`src/rv_settings.svh`:
```
`ifndef RV_SETTINGS_SVH
`define RV_SETTINGS_SVH

// PC loaded by reset
`define RV_RESET_PC 32'h0000_0000

// Architectural register count
`define RV_NUM_REGS 32

// Data and instruction width
`define RV_XLEN 32

`endif

```
`src/rv_pkg.sv`:
```
`include "rv_settings.svh"

package rv_pkg;

    typedef logic [`RV_XLEN-1:0] word_t;
    typedef logic [4:0] reg_addr_t;

    // Major opcodes, RV32I encoding
    typedef enum logic [6:0] {
        OP     = 7'b0110011,
        OP_IMM = 7'b0010011,
        LUI    = 7'b0110111,
        LOAD   = 7'b0000011,
        STORE  = 7'b0100011,
        BRANCH = 7'b1100011,
        JAL    = 7'b1101111
    } opcode_t;

    typedef enum logic [2:0] {
        ALU_ADD,
        ALU_SUB,
        ALU_AND,
        ALU_OR,
        ALU_XOR,
        ALU_SLT,
        ALU_PASS_B
    } alu_op_t;

    typedef enum logic [1:0] {
        BR_NONE,
        BR_EQ,
        BR_NE,
        BR_JAL
    } br_op_t;

    typedef enum logic {
        OP2_RS2,
        OP2_IMM
    } op2_sel_t;

    // Source of a register operand
    typedef enum logic [1:0] {
        FWD_REG,
        FWD_EX,
        FWD_MEM
    } fwd_sel_t;

    typedef struct packed {
        logic     reg_en;
        logic     load;
        logic     store;
        alu_op_t  alu_op;
        br_op_t   br_op;
        op2_sel_t op2_sel;
    } ctrl_t;

    // Decode to execute
    typedef struct packed {
        ctrl_t     ctrl;
        word_t     pc;
        word_t     rs1_data;
        word_t     rs2_data;
        word_t     imm;
        reg_addr_t rd;
        reg_addr_t rs1;
        reg_addr_t rs2;
    } ex_stage_t;

    // Execute to memory
    typedef struct packed {
        logic      reg_en;
        logic      load;
        logic      store;
        reg_addr_t rd;
        word_t     result;
        word_t     store_data;
    } mem_stage_t;

    // Memory to write-back
    typedef struct packed {
        logic      reg_en;
        reg_addr_t rd;
        word_t     data;
    } wb_stage_t;

endpackage

```
`src/alu.sv`:
```
`timescale 1ns/1ps

module alu (
    input  rv_pkg::ex_stage_t ex,
    input  rv_pkg::word_t     op1,
    input  rv_pkg::word_t     op2,
    output rv_pkg::word_t     result,
    output logic              taken,
    output rv_pkg::word_t     target
);
    import rv_pkg::*;

    logic eq;

    always_comb begin
        case (ex.ctrl.alu_op)
            ALU_SUB:    result = op1 - op2;
            ALU_AND:    result = op1 & op2;
            ALU_OR:     result = op1 | op2;
            ALU_XOR:    result = op1 ^ op2;
            ALU_SLT:    result = word_t'($signed(op1) < $signed(op2));
            ALU_PASS_B: result = op2;
            default:    result = op1 + op2;
        endcase
        // Link value
        if (ex.ctrl.br_op == BR_JAL) begin
            result = ex.pc + 32'd4;
        end
    end

    // Branches compare the two register operands
    assign eq     = (op1 == op2);
    assign taken  = (ex.ctrl.br_op == BR_EQ && eq) ||
                    (ex.ctrl.br_op == BR_NE && !eq) ||
                    (ex.ctrl.br_op == BR_JAL);
    assign target = ex.pc + ex.imm;

endmodule

```
`src/cpu.sv`:
```
`timescale 1ns/1ps

module cpu (
    input  logic          clk,
    input  logic          reset,
    output logic          imem_valid,
    output rv_pkg::word_t imem_addr,
    input  logic          imem_ready,
    input  rv_pkg::word_t imem_data,
    output logic          dmem_valid,
    output logic          dmem_we,
    output rv_pkg::word_t dmem_addr,
    output rv_pkg::word_t dmem_wdata,
    input  logic          dmem_ready,
    input  rv_pkg::word_t dmem_rdata
);
    import rv_pkg::*;

    word_t      id_pc;
    word_t      id_inst;
    logic       id_valid;
    ctrl_t      id_ctrl;
    word_t      id_imm;
    reg_addr_t  id_rs1;
    reg_addr_t  id_rs2;
    word_t      rf_rs1_data;
    word_t      rf_rs2_data;
    word_t      rs1_fwd;
    word_t      rs2_fwd;
    fwd_sel_t   fwd1;
    fwd_sel_t   fwd2;
    logic       stall;
    logic       flush;
    logic       freeze;
    ex_stage_t  ex;
    mem_stage_t mem;
    wb_stage_t  wb;
    word_t      ex_op2;
    word_t      ex_result;
    logic       taken;
    word_t      target;
    word_t      mem_value;

    //////////////////////////////
    // Fetch and decode
    //////////////////////////////

    fetch_unit i_fetch (
        .clk,
        .reset,
        .stall,
        .freeze,
        .redirect(flush),
        .target,
        .imem_valid,
        .imem_addr,
        .imem_ready,
        .imem_data,
        .id_pc,
        .id_inst,
        .id_valid
    );

    decoder i_decoder (
        .inst(id_inst),
        .valid(id_valid),
        .ctrl(id_ctrl),
        .imm(id_imm)
    );

    assign id_rs1 = id_inst[19:15];
    assign id_rs2 = id_inst[24:20];

    regfile i_regfile (
        .clk,
        .rs1(id_rs1),
        .rs2(id_rs2),
        .rs1_data(rf_rs1_data),
        .rs2_data(rf_rs2_data),
        .rd_en(wb.reg_en),
        .rd(wb.rd),
        .rd_data(wb.data)
    );

    hazard_control i_hazard (
        .clk,
        .reset,
        .id_rs1,
        .id_rs2,
        .ex,
        .mem,
        .taken,
        .dmem_ready,
        .fwd1,
        .fwd2,
        .stall,
        .flush,
        .freeze
    );

    // Load data straight off the port
    assign mem_value = mem.load ? dmem_rdata : mem.result;

    function automatic word_t fwd_mux(input fwd_sel_t sel, input word_t reg_data);
        case (sel)
            FWD_EX:  return ex_result;
            FWD_MEM: return mem_value;
            default: return reg_data;
        endcase
    endfunction

    assign rs1_fwd = fwd_mux(fwd1, rf_rs1_data);
    assign rs2_fwd = fwd_mux(fwd2, rf_rs2_data);

    always_ff @(posedge clk) begin
        if (reset) begin
            ex.ctrl <= '0;
        end else if (!freeze) begin
            ex <= '{ctrl: id_ctrl, pc: id_pc, rs1_data: rs1_fwd, rs2_data: rs2_fwd,
                    imm: id_imm, rd: id_inst[11:7], rs1: id_rs1, rs2: id_rs2};
            // Bubble for a load-use stall or a taken branch
            if (stall || flush) begin
                ex.ctrl <= '0;
            end
        end
    end

    //////////////////////////////
    // Execute
    //////////////////////////////

    assign ex_op2 = (ex.ctrl.op2_sel == OP2_IMM) ? ex.imm : ex.rs2_data;

    alu i_alu (
        .ex,
        .op1(ex.rs1_data),
        .op2(ex_op2),
        .result(ex_result),
        .taken,
        .target
    );

    always_ff @(posedge clk) begin
        if (reset) begin
            mem.reg_en <= 1'b0;
            mem.load   <= 1'b0;
            mem.store  <= 1'b0;
        end else if (!freeze) begin
            mem.reg_en     <= ex.ctrl.reg_en;
            mem.load       <= ex.ctrl.load;
            mem.store      <= ex.ctrl.store;
            mem.rd         <= ex.rd;
            mem.result     <= ex_result;
            mem.store_data <= ex.rs2_data;
        end
    end

    //////////////////////////////
    // Memory and write-back
    //////////////////////////////

    // Request held stable by freeze until dmem_ready
    assign dmem_valid = mem.load | mem.store;
    assign dmem_we    = mem.store;
    assign dmem_addr  = mem.result;
    assign dmem_wdata = mem.store_data;

    always_ff @(posedge clk) begin
        if (reset) begin
            wb.reg_en <= 1'b0;
        end else if (!freeze) begin
            wb.reg_en <= mem.reg_en;
            wb.rd     <= mem.rd;
            wb.data   <= mem_value;
        end
    end

endmodule

```
`src/decoder.sv`:
```
`timescale 1ns/1ps

module decoder (
    input  rv_pkg::word_t inst,
    input  logic          valid,
    output rv_pkg::ctrl_t ctrl,
    output rv_pkg::word_t imm
);
    import rv_pkg::*;

    logic [2:0] funct3;
    logic       funct7_5;

    assign funct3   = inst[14:12];
    assign funct7_5 = inst[30];

    always_comb begin
        // All enables off unless a known instruction says otherwise
        ctrl = '{reg_en: 1'b0, load: 1'b0, store: 1'b0, alu_op: ALU_ADD,
                 br_op: BR_NONE, op2_sel: OP2_RS2};
        imm  = {{20{inst[31]}}, inst[31:20]};
        if (valid) begin
            case (opcode_t'(inst[6:0]))
                OP: begin
                    ctrl.reg_en = 1'b1;
                    case (funct3)
                        3'b000:  ctrl.alu_op = funct7_5 ? ALU_SUB : ALU_ADD;
                        3'b010:  ctrl.alu_op = ALU_SLT;
                        3'b100:  ctrl.alu_op = ALU_XOR;
                        3'b110:  ctrl.alu_op = ALU_OR;
                        3'b111:  ctrl.alu_op = ALU_AND;
                        default: ctrl.reg_en = 1'b0;
                    endcase
                end
                OP_IMM: begin
                    ctrl.reg_en  = (funct3 == 3'b000);
                    ctrl.op2_sel = OP2_IMM;
                end
                LUI: begin
                    ctrl.reg_en  = 1'b1;
                    ctrl.alu_op  = ALU_PASS_B;
                    ctrl.op2_sel = OP2_IMM;
                    imm          = {inst[31:12], 12'b0};
                end
                LOAD: begin
                    ctrl.reg_en  = (funct3 == 3'b010);
                    ctrl.load    = (funct3 == 3'b010);
                    ctrl.op2_sel = OP2_IMM;
                end
                STORE: begin
                    ctrl.store   = (funct3 == 3'b010);
                    ctrl.op2_sel = OP2_IMM;
                    imm          = {{20{inst[31]}}, inst[31:25], inst[11:7]};
                end
                BRANCH: begin
                    if (funct3 == 3'b000) begin
                        ctrl.br_op = BR_EQ;
                    end else if (funct3 == 3'b001) begin
                        ctrl.br_op = BR_NE;
                    end
                    imm = {{19{inst[31]}}, inst[31], inst[7], inst[30:25], inst[11:8], 1'b0};
                end
                JAL: begin
                    ctrl.reg_en = 1'b1;
                    ctrl.br_op  = BR_JAL;
                    imm = {{11{inst[31]}}, inst[31], inst[19:12], inst[20], inst[30:21], 1'b0};
                end
                default: ;
            endcase
        end
    end

endmodule

```
`src/fetch_unit.sv`:
```
`timescale 1ns/1ps
`include "rv_settings.svh"

module fetch_unit (
    input  logic          clk,
    input  logic          reset,
    input  logic          stall,
    input  logic          freeze,
    input  logic          redirect,
    input  rv_pkg::word_t target,
    output logic          imem_valid,
    output rv_pkg::word_t imem_addr,
    input  logic          imem_ready,
    input  rv_pkg::word_t imem_data,
    output rv_pkg::word_t id_pc,
    output rv_pkg::word_t id_inst,
    output logic          id_valid
);
    import rv_pkg::*;

    word_t pc;
    logic  active;
    logic  accept;

    // No request in the cycle right after reset
    always_ff @(posedge clk) begin
        if (reset) begin
            active <= 1'b0;
        end else begin
            active <= 1'b1;
        end
    end

    // Only fetch when decode can take the word
    assign imem_valid = active & ~stall & ~freeze & ~redirect;
    assign imem_addr  = pc;
    assign accept     = imem_valid & imem_ready;

    always_ff @(posedge clk) begin
        if (reset) begin
            pc       <= `RV_RESET_PC;
            id_valid <= 1'b0;
            id_inst  <= '0;
        end else if (freeze) begin
            // Hold everything
        end else if (redirect) begin
            pc       <= target;
            id_valid <= 1'b0;
            id_inst  <= '0;
        end else if (!stall) begin
            id_valid <= accept;
            id_inst  <= accept ? imem_data : '0;
            id_pc    <= pc;
            if (accept) begin
                pc <= pc + 32'd4;
            end
        end
    end

endmodule

```
`src/hazard_control.sv`:
```
`timescale 1ns/1ps

module hazard_control (
    input  logic               clk,
    input  logic               reset,
    input  rv_pkg::reg_addr_t  id_rs1,
    input  rv_pkg::reg_addr_t  id_rs2,
    input  rv_pkg::ex_stage_t  ex,
    input  rv_pkg::mem_stage_t mem,
    input  logic               taken,
    input  logic               dmem_ready,
    output rv_pkg::fwd_sel_t   fwd1,
    output rv_pkg::fwd_sel_t   fwd2,
    output logic               stall,
    output logic               flush,
    output logic               freeze
);
    import rv_pkg::*;

    logic load_use;
    logic stalled_q;

    // Newest producer wins, x0 never forwards
    function automatic fwd_sel_t pick(input reg_addr_t rs);
        if (rs != '0 && ex.ctrl.reg_en && !ex.ctrl.load && ex.rd == rs) begin
            return FWD_EX;
        end else if (rs != '0 && mem.reg_en && mem.rd == rs) begin
            return FWD_MEM;
        end
        return FWD_REG;
    endfunction

    assign fwd1 = pick(id_rs1);
    assign fwd2 = pick(id_rs2);

    //////////////////////////////
    // Stall, flush and freeze
    //////////////////////////////

    // Loaded data is not there until the memory stage
    assign load_use = ex.ctrl.load && ex.rd != '0 &&
                      (ex.rd == id_rs1 || ex.rd == id_rs2);

    // One bubble per load is enough
    assign stall  = load_use & ~stalled_q;
    assign flush  = taken;
    assign freeze = (mem.load | mem.store) & ~dmem_ready;

    always_ff @(posedge clk) begin
        if (reset) begin
            stalled_q <= 1'b0;
        end else if (!freeze) begin
            stalled_q <= stall;
        end
    end

endmodule

```
`src/regfile.sv`:
```
`timescale 1ns/1ps
`include "rv_settings.svh"

module regfile (
    input  logic              clk,
    input  rv_pkg::reg_addr_t rs1,
    input  rv_pkg::reg_addr_t rs2,
    output rv_pkg::word_t     rs1_data,
    output rv_pkg::word_t     rs2_data,
    input  logic              rd_en,
    input  rv_pkg::reg_addr_t rd,
    input  rv_pkg::word_t     rd_data
);
    import rv_pkg::*;

    word_t regs [`RV_NUM_REGS];

    always_ff @(posedge clk) begin
        if (rd_en && rd != '0) begin
            regs[rd] <= rd_data;
        end
    end

    // Write-through so decode sees the value being written back
    assign rs1_data = (rs1 == '0) ? '0 :
                      (rd_en && rd == rs1) ? rd_data : regs[rs1];
    assign rs2_data = (rs2 == '0) ? '0 :
                      (rd_en && rd == rs2) ? rd_data : regs[rs2];

endmodule

```
`config.mk`:
```
export PLATFORM = sky130hd
export DESIGN_NAME = cpu
export DESIGN_NICKNAME = d
export VERILOG_FILES = /design/src/rv_pkg.sv /design/src/alu.sv /design/src/cpu.sv /design/src/decoder.sv /design/src/fetch_unit.sv /design/src/hazard_control.sv /design/src/regfile.sv
export VERILOG_INCLUDE_DIRS = /design/src
export SDC_FILE = /design/constraint.sdc
export NUM_CORES = 2
export LEC_CHECK = 0
export BUFFER_PORTS_ARGS = -buffer_cell sky130_fd_sc_hd__buf_2
export CORE_MARGIN = 10
export CORE_UTILIZATION = 47
export DETAILED_ROUTE_END_ITERATION = 6
export HOLD_SLACK_MARGIN = 0.1
export PLACE_DENSITY = 0.65
export SLEW_MARGIN = 20
export SYNTH_ARGS = -nofsm -noshare
export SYNTH_HDL_FRONTEND = slang
export SYNTH_SLANG_ARGS = --single-unit
```
`constraint.sdc`:
```
create_clock -name clk -period 12.3 [get_ports clk]
set_input_delay 0 -clock clk [delete_from_list [all_inputs] [get_ports clk]]
set_output_delay 0 -clock clk [all_outputs]
set_load 0.01 [all_outputs]
```
### Word level (Yosys, flattened, before mapping)

Memories as Yosys holds them, arrays and structs flattened. A register that Yosys moved wholly into a read port is not among the register bits.
Index checks and enable logic that the tools add are counted.

| storage, ports and cells | value |
|---|---|
| flip-flop bits (word level) | 351 |
| bits in writable memories | 1,024 |
| input port bits | 68 |
| output and inout bits | 99 |
| logic and storage cells | 170 |
| memories kept | 1 |

| cells by class | value |
|---|---|
| $add $sub $neg | 5 |
| magnitude comparators | 1 |
| eq/ne operators | 33 |
| muxes and demuxes | 50 |
| bitwise logic cells | 16 |
| reduce and logical (&&, ||, !) cells | 38 |

Memories:

| name | words | width | read ports | clocked after memory_dff | write ports | RTL line | RTL |
|---|---|---|---|---|---|---|---|
| i_regfile.regs | 32 | 32 | 2 | 2 | 1 | regfile.sv:16 | `` word_t regs [`RV_NUM_REGS]; `` |

Operators with widths:

| kind | count |
|---|---|
| 2-to-1 mux 32 bit | 13 |
| case mux 32 bit (6 select lines) | 1 |
| case mux 32 bit (2 select lines) | 2 |
| case mux 31 bit (4 select lines) | 1 |
| adder 32 x 3 -> 32 bit, second input constant | 2 |
| adder 32 bit | 2 |
| bitwise AND 32 bit | 1 |
| == test 32 bit | 1 |
| less-than comparator 32 bit | 1 |
| OR 32 bit | 1 |
| subtractor 32 bit | 1 |
| bitwise XOR 32 bit | 1 |
| 2-to-1 mux 31 bit | 1 |
| == test 5 bit | 6 |
| == test 7 x 6 -> 1 bit, second input constant | 3 |
| 2-to-1 mux 5 bit | 4 |
| nonzero test 5 bit | 4 |
| == test 3 bit, second input constant | 6 |
| 2-to-1 mux 9 bit | 2 |
| logical AND 1 bit | 17 |
| 2-to-1 mux 2 bit | 8 |
| case mux 3 bit (5 select lines) | 1 |
| == test 7 bit, second input constant | 2 |
| 2-to-1 mux 1 bit | 14 |
| 24 further kinds | 48 |

### Longest topological paths before layout

| logic depth | value |
|---|---|
| depth in word-level cells | 14 |
| depth in mapped cells | 18 |
| gate-level depth less buffers | 15 |

### By module

Synthesis repeated with hierarchy kept, for this count alone.

| second synthesis, totals | value |
|---|---|
| cell total of the unflattened synthesis | 5,039 |
| area total of the unflattened synthesis | 72,011.6 um2 |

By module, submodules not included:

| module | instances | cells an instance | area each (um2) | seq. area each (um2) |
|---|---|---|---|---|
| regfile | 1 | 2,524 | 47,951.0 | 30,749.5 |
| cpu | 1 | 682 | 10,637.7 | 7,737.4 |
| alu | 1 | 1,253 | 8,139.1 | 0.0 |
| fetch_unit | 1 | 430 | 4,205.3 | 2,282.2 |
| decoder | 1 | 99 | 720.7 | 0.0 |
| hazard_control | 1 | 51 | 357.8 | 20.0 |

### Least setup slack after synthesis

No wires, ideal clock.

| timing path | value |
|---|---|
| path type | reg-to-reg |
| start point | register mem[70] (netlist name) |
| end point | register dmem_addr[0] (netlist name) |
| library setup time | 0.845 ns |
| arrival time | 11.019 ns |
| required time | 11.455 ns |
| setup slack | 0.435 ns |
| stages on the path, launching flop included | 6 |
| buffers on the path | 2 |
| clock period less this slack | 11.865 ns |
| cells stage by stage | dfxtp_1 > clkbuf_1 > or2_2 > nor2b_1 > clkbuf_1 > nor2_1 |

| on the way | value |
|---|---|
| longest elaborated chain between the ends | 4 |

Ends and longest elaborated chain:

| element | RTL line | RTL |
|---|---|---|
| OR 1 bit | - |  |
| net dmem_valid | cpu.sv:10 | `output logic dmem_valid,` |
| bitwise AND 1 bit | hazard_control.sv:47 | `assign freeze = (mem.load \| mem.store) & ~dmem_ready;` |
| inverter 1 bit (no line) | - |  |
| AND reduction 2 bit (no line) | - |  |

The timed path passes the listed nets, and every way through them passes these cells.
A chain may end at the register's enable or synchronous reset.

### Worst setup path in the final report

| timing path | value |
|---|---|
| start point | register ex[143] (netlist name) |
| end point | register i_fetch.id_inst[13] |

| on the way | value |
|---|---|
| longest elaborated chain between the ends | 12 |
| elaborated cells on any way between the ends | 15 |
| those cells by class | eq/ne (2); mux (4); bitwise (3); reduce/logical (6) |

Ends and longest elaborated chain:

| element | RTL line | RTL |
|---|---|---|
| 2-to-1 mux 32 bit (*) | cpu.sv:132 | `assign ex_op2 = (ex.ctrl.op2_sel == OP2_IMM) ? ex.imm : ex.rs2_data;` |
| == test 32 bit (*) | alu.sv:32 | `assign eq = (op1 == op2);` |
| logical NOT 1 bit | alu.sv:34 | `(ex.ctrl.br_op == BR_NE && !eq) \|\|` |
| logical AND 1 bit | alu.sv:34 |  |
| logical OR 1 bit (*) | alu.sv:33 | `assign taken = (ex.ctrl.br_op == BR_EQ && eq) \|\|` |
| logical OR 1 bit (*) | alu.sv:34 |  |
| inverter 1 bit | fetch_unit.sv:35 | `assign imem_valid = active & ~stall & ~freeze & ~redirect;` |
| bitwise AND 1 bit | fetch_unit.sv:35 |  |
| bitwise AND 1 bit | fetch_unit.sv:37 | `assign accept = imem_valid & imem_ready;` |
| 2-to-1 mux 32 bit | fetch_unit.sv:52 | `id_inst <= accept ? imem_data : '0;` |
| 2-to-1 mux 32 bit | fetch_unit.sv:50 | `end else if (!stall) begin` |
| 2-to-1 mux 32 bit | fetch_unit.sv:46 | `end else if (redirect) begin` |
| end signal: assignment | fetch_unit.sv:52 |  |
| end: declaration | fetch_unit.sv:16 | `output rv_pkg::word_t id_inst,` |

Mark *: on every way between the ends. The rest lies on a longest branch, timed or not. The select of a mux whose other input is x is not followed.

==> qor.txt <==
=======================================================================================
Clk_skew .................................................................    0.0381 ns
Setup TNS ................................................................         0 ns
Post-CTS resize count ....................................................            0
R2R depth ................................................................           13
Die W ....................................................................       408 um
Top sig layer ............................................................         met5
Vias .....................................................................        45600
Library cell occupying the most area in the post-synthesis netlist .......     edfxtp_1
Worst EP arrival .........................................................      7.29 ns
Netlist area before placement ............................................   0.0706 mm2
Worst skew pair latency ..................................................      0.81 ns
Number of violations reported at the end of detailed-routing iteration 0 .         6105
Root buf cell ............................................................    clkbuf_16
TritonCTS clock tree .....................................................          yes
Worst setup timing slack at the placement stage ..........................      6.97 ns
Post-Syn Instances .......................................................         4509
All-layer global routing usage ...........................................        26.9%
Crit share post-route ....................................................        53.3%
Max IR drop VDD ..........................................................  0.0000977 V
Mean instance size in the synthesized netlist ............................     15.7 um2
Leakage dissipation ......................................................      25.8 nW
Max-Slew Margin vs Limit .................................................        20.7%
Unrepaired setup endpoints after global routing ..........................        false
Cells taking the most area after synthesis ............................... edfxtp_1 55%, mux4_2 20%, dfxtp_1 2.6%, ha_1 2.3%, a21oi_1 1.5%
Largest net degree at the start of global routing ........................          118
Warnings from Yosys ......................................................            0
Clock slew at reported path FFs ..........................................      0.06 ns
Maximum buffer depth of the clock tree ...................................            3
Post-detailed-placement half-perimeter wirelength ........................       142 mm
Classification of the worst setup path ................................... flip-flop to flip-flop
Status ...................................................................    completed
Placer's final routability congestion estimate ...........................        0.988
Worst hold slack across all endpoints ....................................     0.152 ns
Ratio of cells with drive above 1 in the final layout ....................        26.5%
Total routed wirelength ..................................................       228 mm
Required time of the critical path .......................................     13.03 ns
Nature of the critical path endpoint .....................................    flip-flop
Max stage delay cell, worst path .........................................       mux2_2
Total of hold buffers inserted after clock tree synthesis ................          154
Number of detailed-routing iterations run before antenna repair ..........            6
Total of max-cap violations ..............................................            0
CP Launch Type ...........................................................    flip-flop
Total routed wire length on the met1 layer ...............................      86.5 mm
Initial core utilization .................................................        47.2%
Final-report hold violation count ........................................            0
Total I/O pin count ......................................................          167
Net count of the finished layout .........................................         4952
Count of port buffers added during placement .............................          166
Total grt overflow .......................................................            0
Number of antenna violations at the first check in global routing ........           10
Number of distinct standard cells referenced by the synthesized netlist ..          102
Share of flip-flops with an asynchronous set or reset ....................           0%
Worst-path maximum fanout ................................................           42
Utilization of the core after routing ....................................        53.5%
Delay contributed by the slowest stage of the critical path ..............      0.66 ns
Hold crit path type ...................................................... primary input to flip-flop
Average wire length per cell after detail routing ........................      33.1 um
Post-CTS Setup Repair Bufs ...............................................            0
Total clock buffers created by CTS .......................................          146
Transition at the pin with the smallest max-transition slack .............      1.18 ns
First-pass GRT wire length ...............................................       328 mm
DRC Markers ..............................................................            0
Number of max-slew violations in the final report ........................            0
Core Footprint ...........................................................    0.150 mm2
Synthesis-to-layout area growth ..........................................        13.2%
Met3 wirelength from detailed routing ....................................      21.5 mm
H-tree lvl count .........................................................            4
Floorplan die area .......................................................    0.166 mm2
Most numerous cell types in the synthesized netlist ...................... 1295 x edfxtp_1, 640 x mux4_2, 271 x nor2_1
Number of cells traversed by the worst hold path .........................            3
Sinks on the clock net ...................................................         1385
Number of endpoints failing setup at the final stage .....................            0
Sequential-to-total area share from yosys stat ...........................        57.6%
Max Fclk .................................................................    0.153 GHz
Vertical extent of the die ...............................................       408 um
Minimum setup slack in the final design ..................................      5.75 ns
Most used standard cell by instance count after synthesis ................     edfxtp_1
Via count of the first global-routing pass ...............................        45400
Cell row count ...........................................................          142
Length of routed met2 wiring .............................................       108 mm
Via density ..............................................................         6.62
Number of synthesized register bits ......................................         1385
Sequence of cells on the critical path ................................... buf_4 -> mux2i_1 -> ha_1 -> nor4_1 -> nand3_1 -> nor4_4 -> mux2_2 -> nor4_4 -> buf_4 -> a22oi_1 -> dlygate4sd3_1 -> nor2_1 -> dlygate4sd3_1
Tmin final ...............................................................      6.55 ns
Synth top area share .....................................................        55.0%
Antenna Nets Post-Route ..................................................            0
Power per unit of standard cell area .....................................   137 mW/mm2
Most common flop cell mapped by yosys ....................................     edfxtp_1
Number of flops mapped to enable cells by yosys ..........................         1295
=======================================================================================
-- metrics by stage --
stage                     total power, mW  area, um2  instances
after global placement               6.56      73400       6446
after floorplan                      6.17      70800       4540
after detailed placement             6.56      73400       6446
after CTS                            11.0      79700       6869
after global routing                 11.3      80000       6889
final                                11.0      80000       6890
-- registers in the layout (all words and copies together) (netlist names), 7 cells and up, named ones only --
register and cells:
mem 7, wb 38, i_fetch.id_pc 32, i_regfile.regs 1024, i_fetch.id_inst 32, ex 142, i_fetch.imem_addr 32, dmem_wdata 32
dmem_addr 32
-- routing by layer --
layer	GRT usage, %	up-vias
met5	0	-
li1	-	18800
met4	12.5	2
met1	35.9	23600
met3	5.16	566
met2	42.9	2692
-- logic make-up after synthesis --
kind of cell,share of synthesized area [%]
XOR/XNOR,1.26
flip-flops,57.6
other,0.00531
AND/OR/NAND/NOR,5.22
AO/OA/AOI/OAI,7.72
multiplexers,22.4
buffers and inverters,3.37
adder cells (fa/ha/maj),2.39
-- critical path, delay by kind of cell (launching register included) --
| kind | cells | cell delay (ns) |
|---|---|---|
| flip-flops | 1 | 0.33 |
| AO/OA/AOI/OAI | 1 | 0.20 |
| AND/OR/NAND/NOR | 5 | 2.06 |
| buffers and inverters | 4 | 2.29 |
| adder cells (fa/ha/maj) | 1 | 0.46 |
| multiplexers | 2 | 1.07 |
-- final timing paths --
| check | startpoint | endpoint | slack (ns) |
|---|---|---|---|
| max | ex[143]$_SDFFE_PP0N_ | i_fetch.id_inst[13]$_SDFFE_PP0P_ | 5.75 |
| min | dmem_rdata[12] | wb[12]$_DFFE_PP_ | 0.15 |
| max reg2reg | ex[143]$_SDFFE_PP0N_ | i_fetch.id_inst[13]$_SDFFE_PP0P_ | 5.75 |
| min reg2reg | i_fetch.id_pc[15]$_DFFE_PP_ | ex[126]$_DFFE_PP_ | 0.42 |
-- power breakdown --
group / switching, mW / total (mW) / internal [mW]
combinational: 0.664 / 1.08 / 0.418
clock: 1.89 / 4.42 / 2.53
sequential: 0.160 / 5.46 / 5.30
-- cell type report --
cell class	count	area, um2
timing repair buffer	436	3420
inverter	142	533
tap	2016	2520
clock buffer	175	3870
clock inverter	94	875
sequential	1385	40700
fill	11900	69600
antenna	2	5.00
multi-input combinational	2640	28000
-- cell usage in the layout (no fill, tap or decap), drive strengths merged, types with 61 or more instances in the layout --
master | netlist | routed
xnor2 | 64 | 64
dfxtp | 90 | 90
nand2 | 207 | 207
inv | 141 | 151
edfxtp | 1295 | 1295
ha | 130 | 130
buf | 173 | 282
clkbuf | 200 | 175
dlygate4sd3 | 0 | 154
o21ai | 160 | 160
nand3 | 71 | 71
a21oi | 212 | 212
a22oi | 61 | 61
nor2 | 273 | 273
clkinv | 1 | 65
mux4 | 640 | 640
mux2i | 102 | 102
Power figures use the tool's default switching activity.
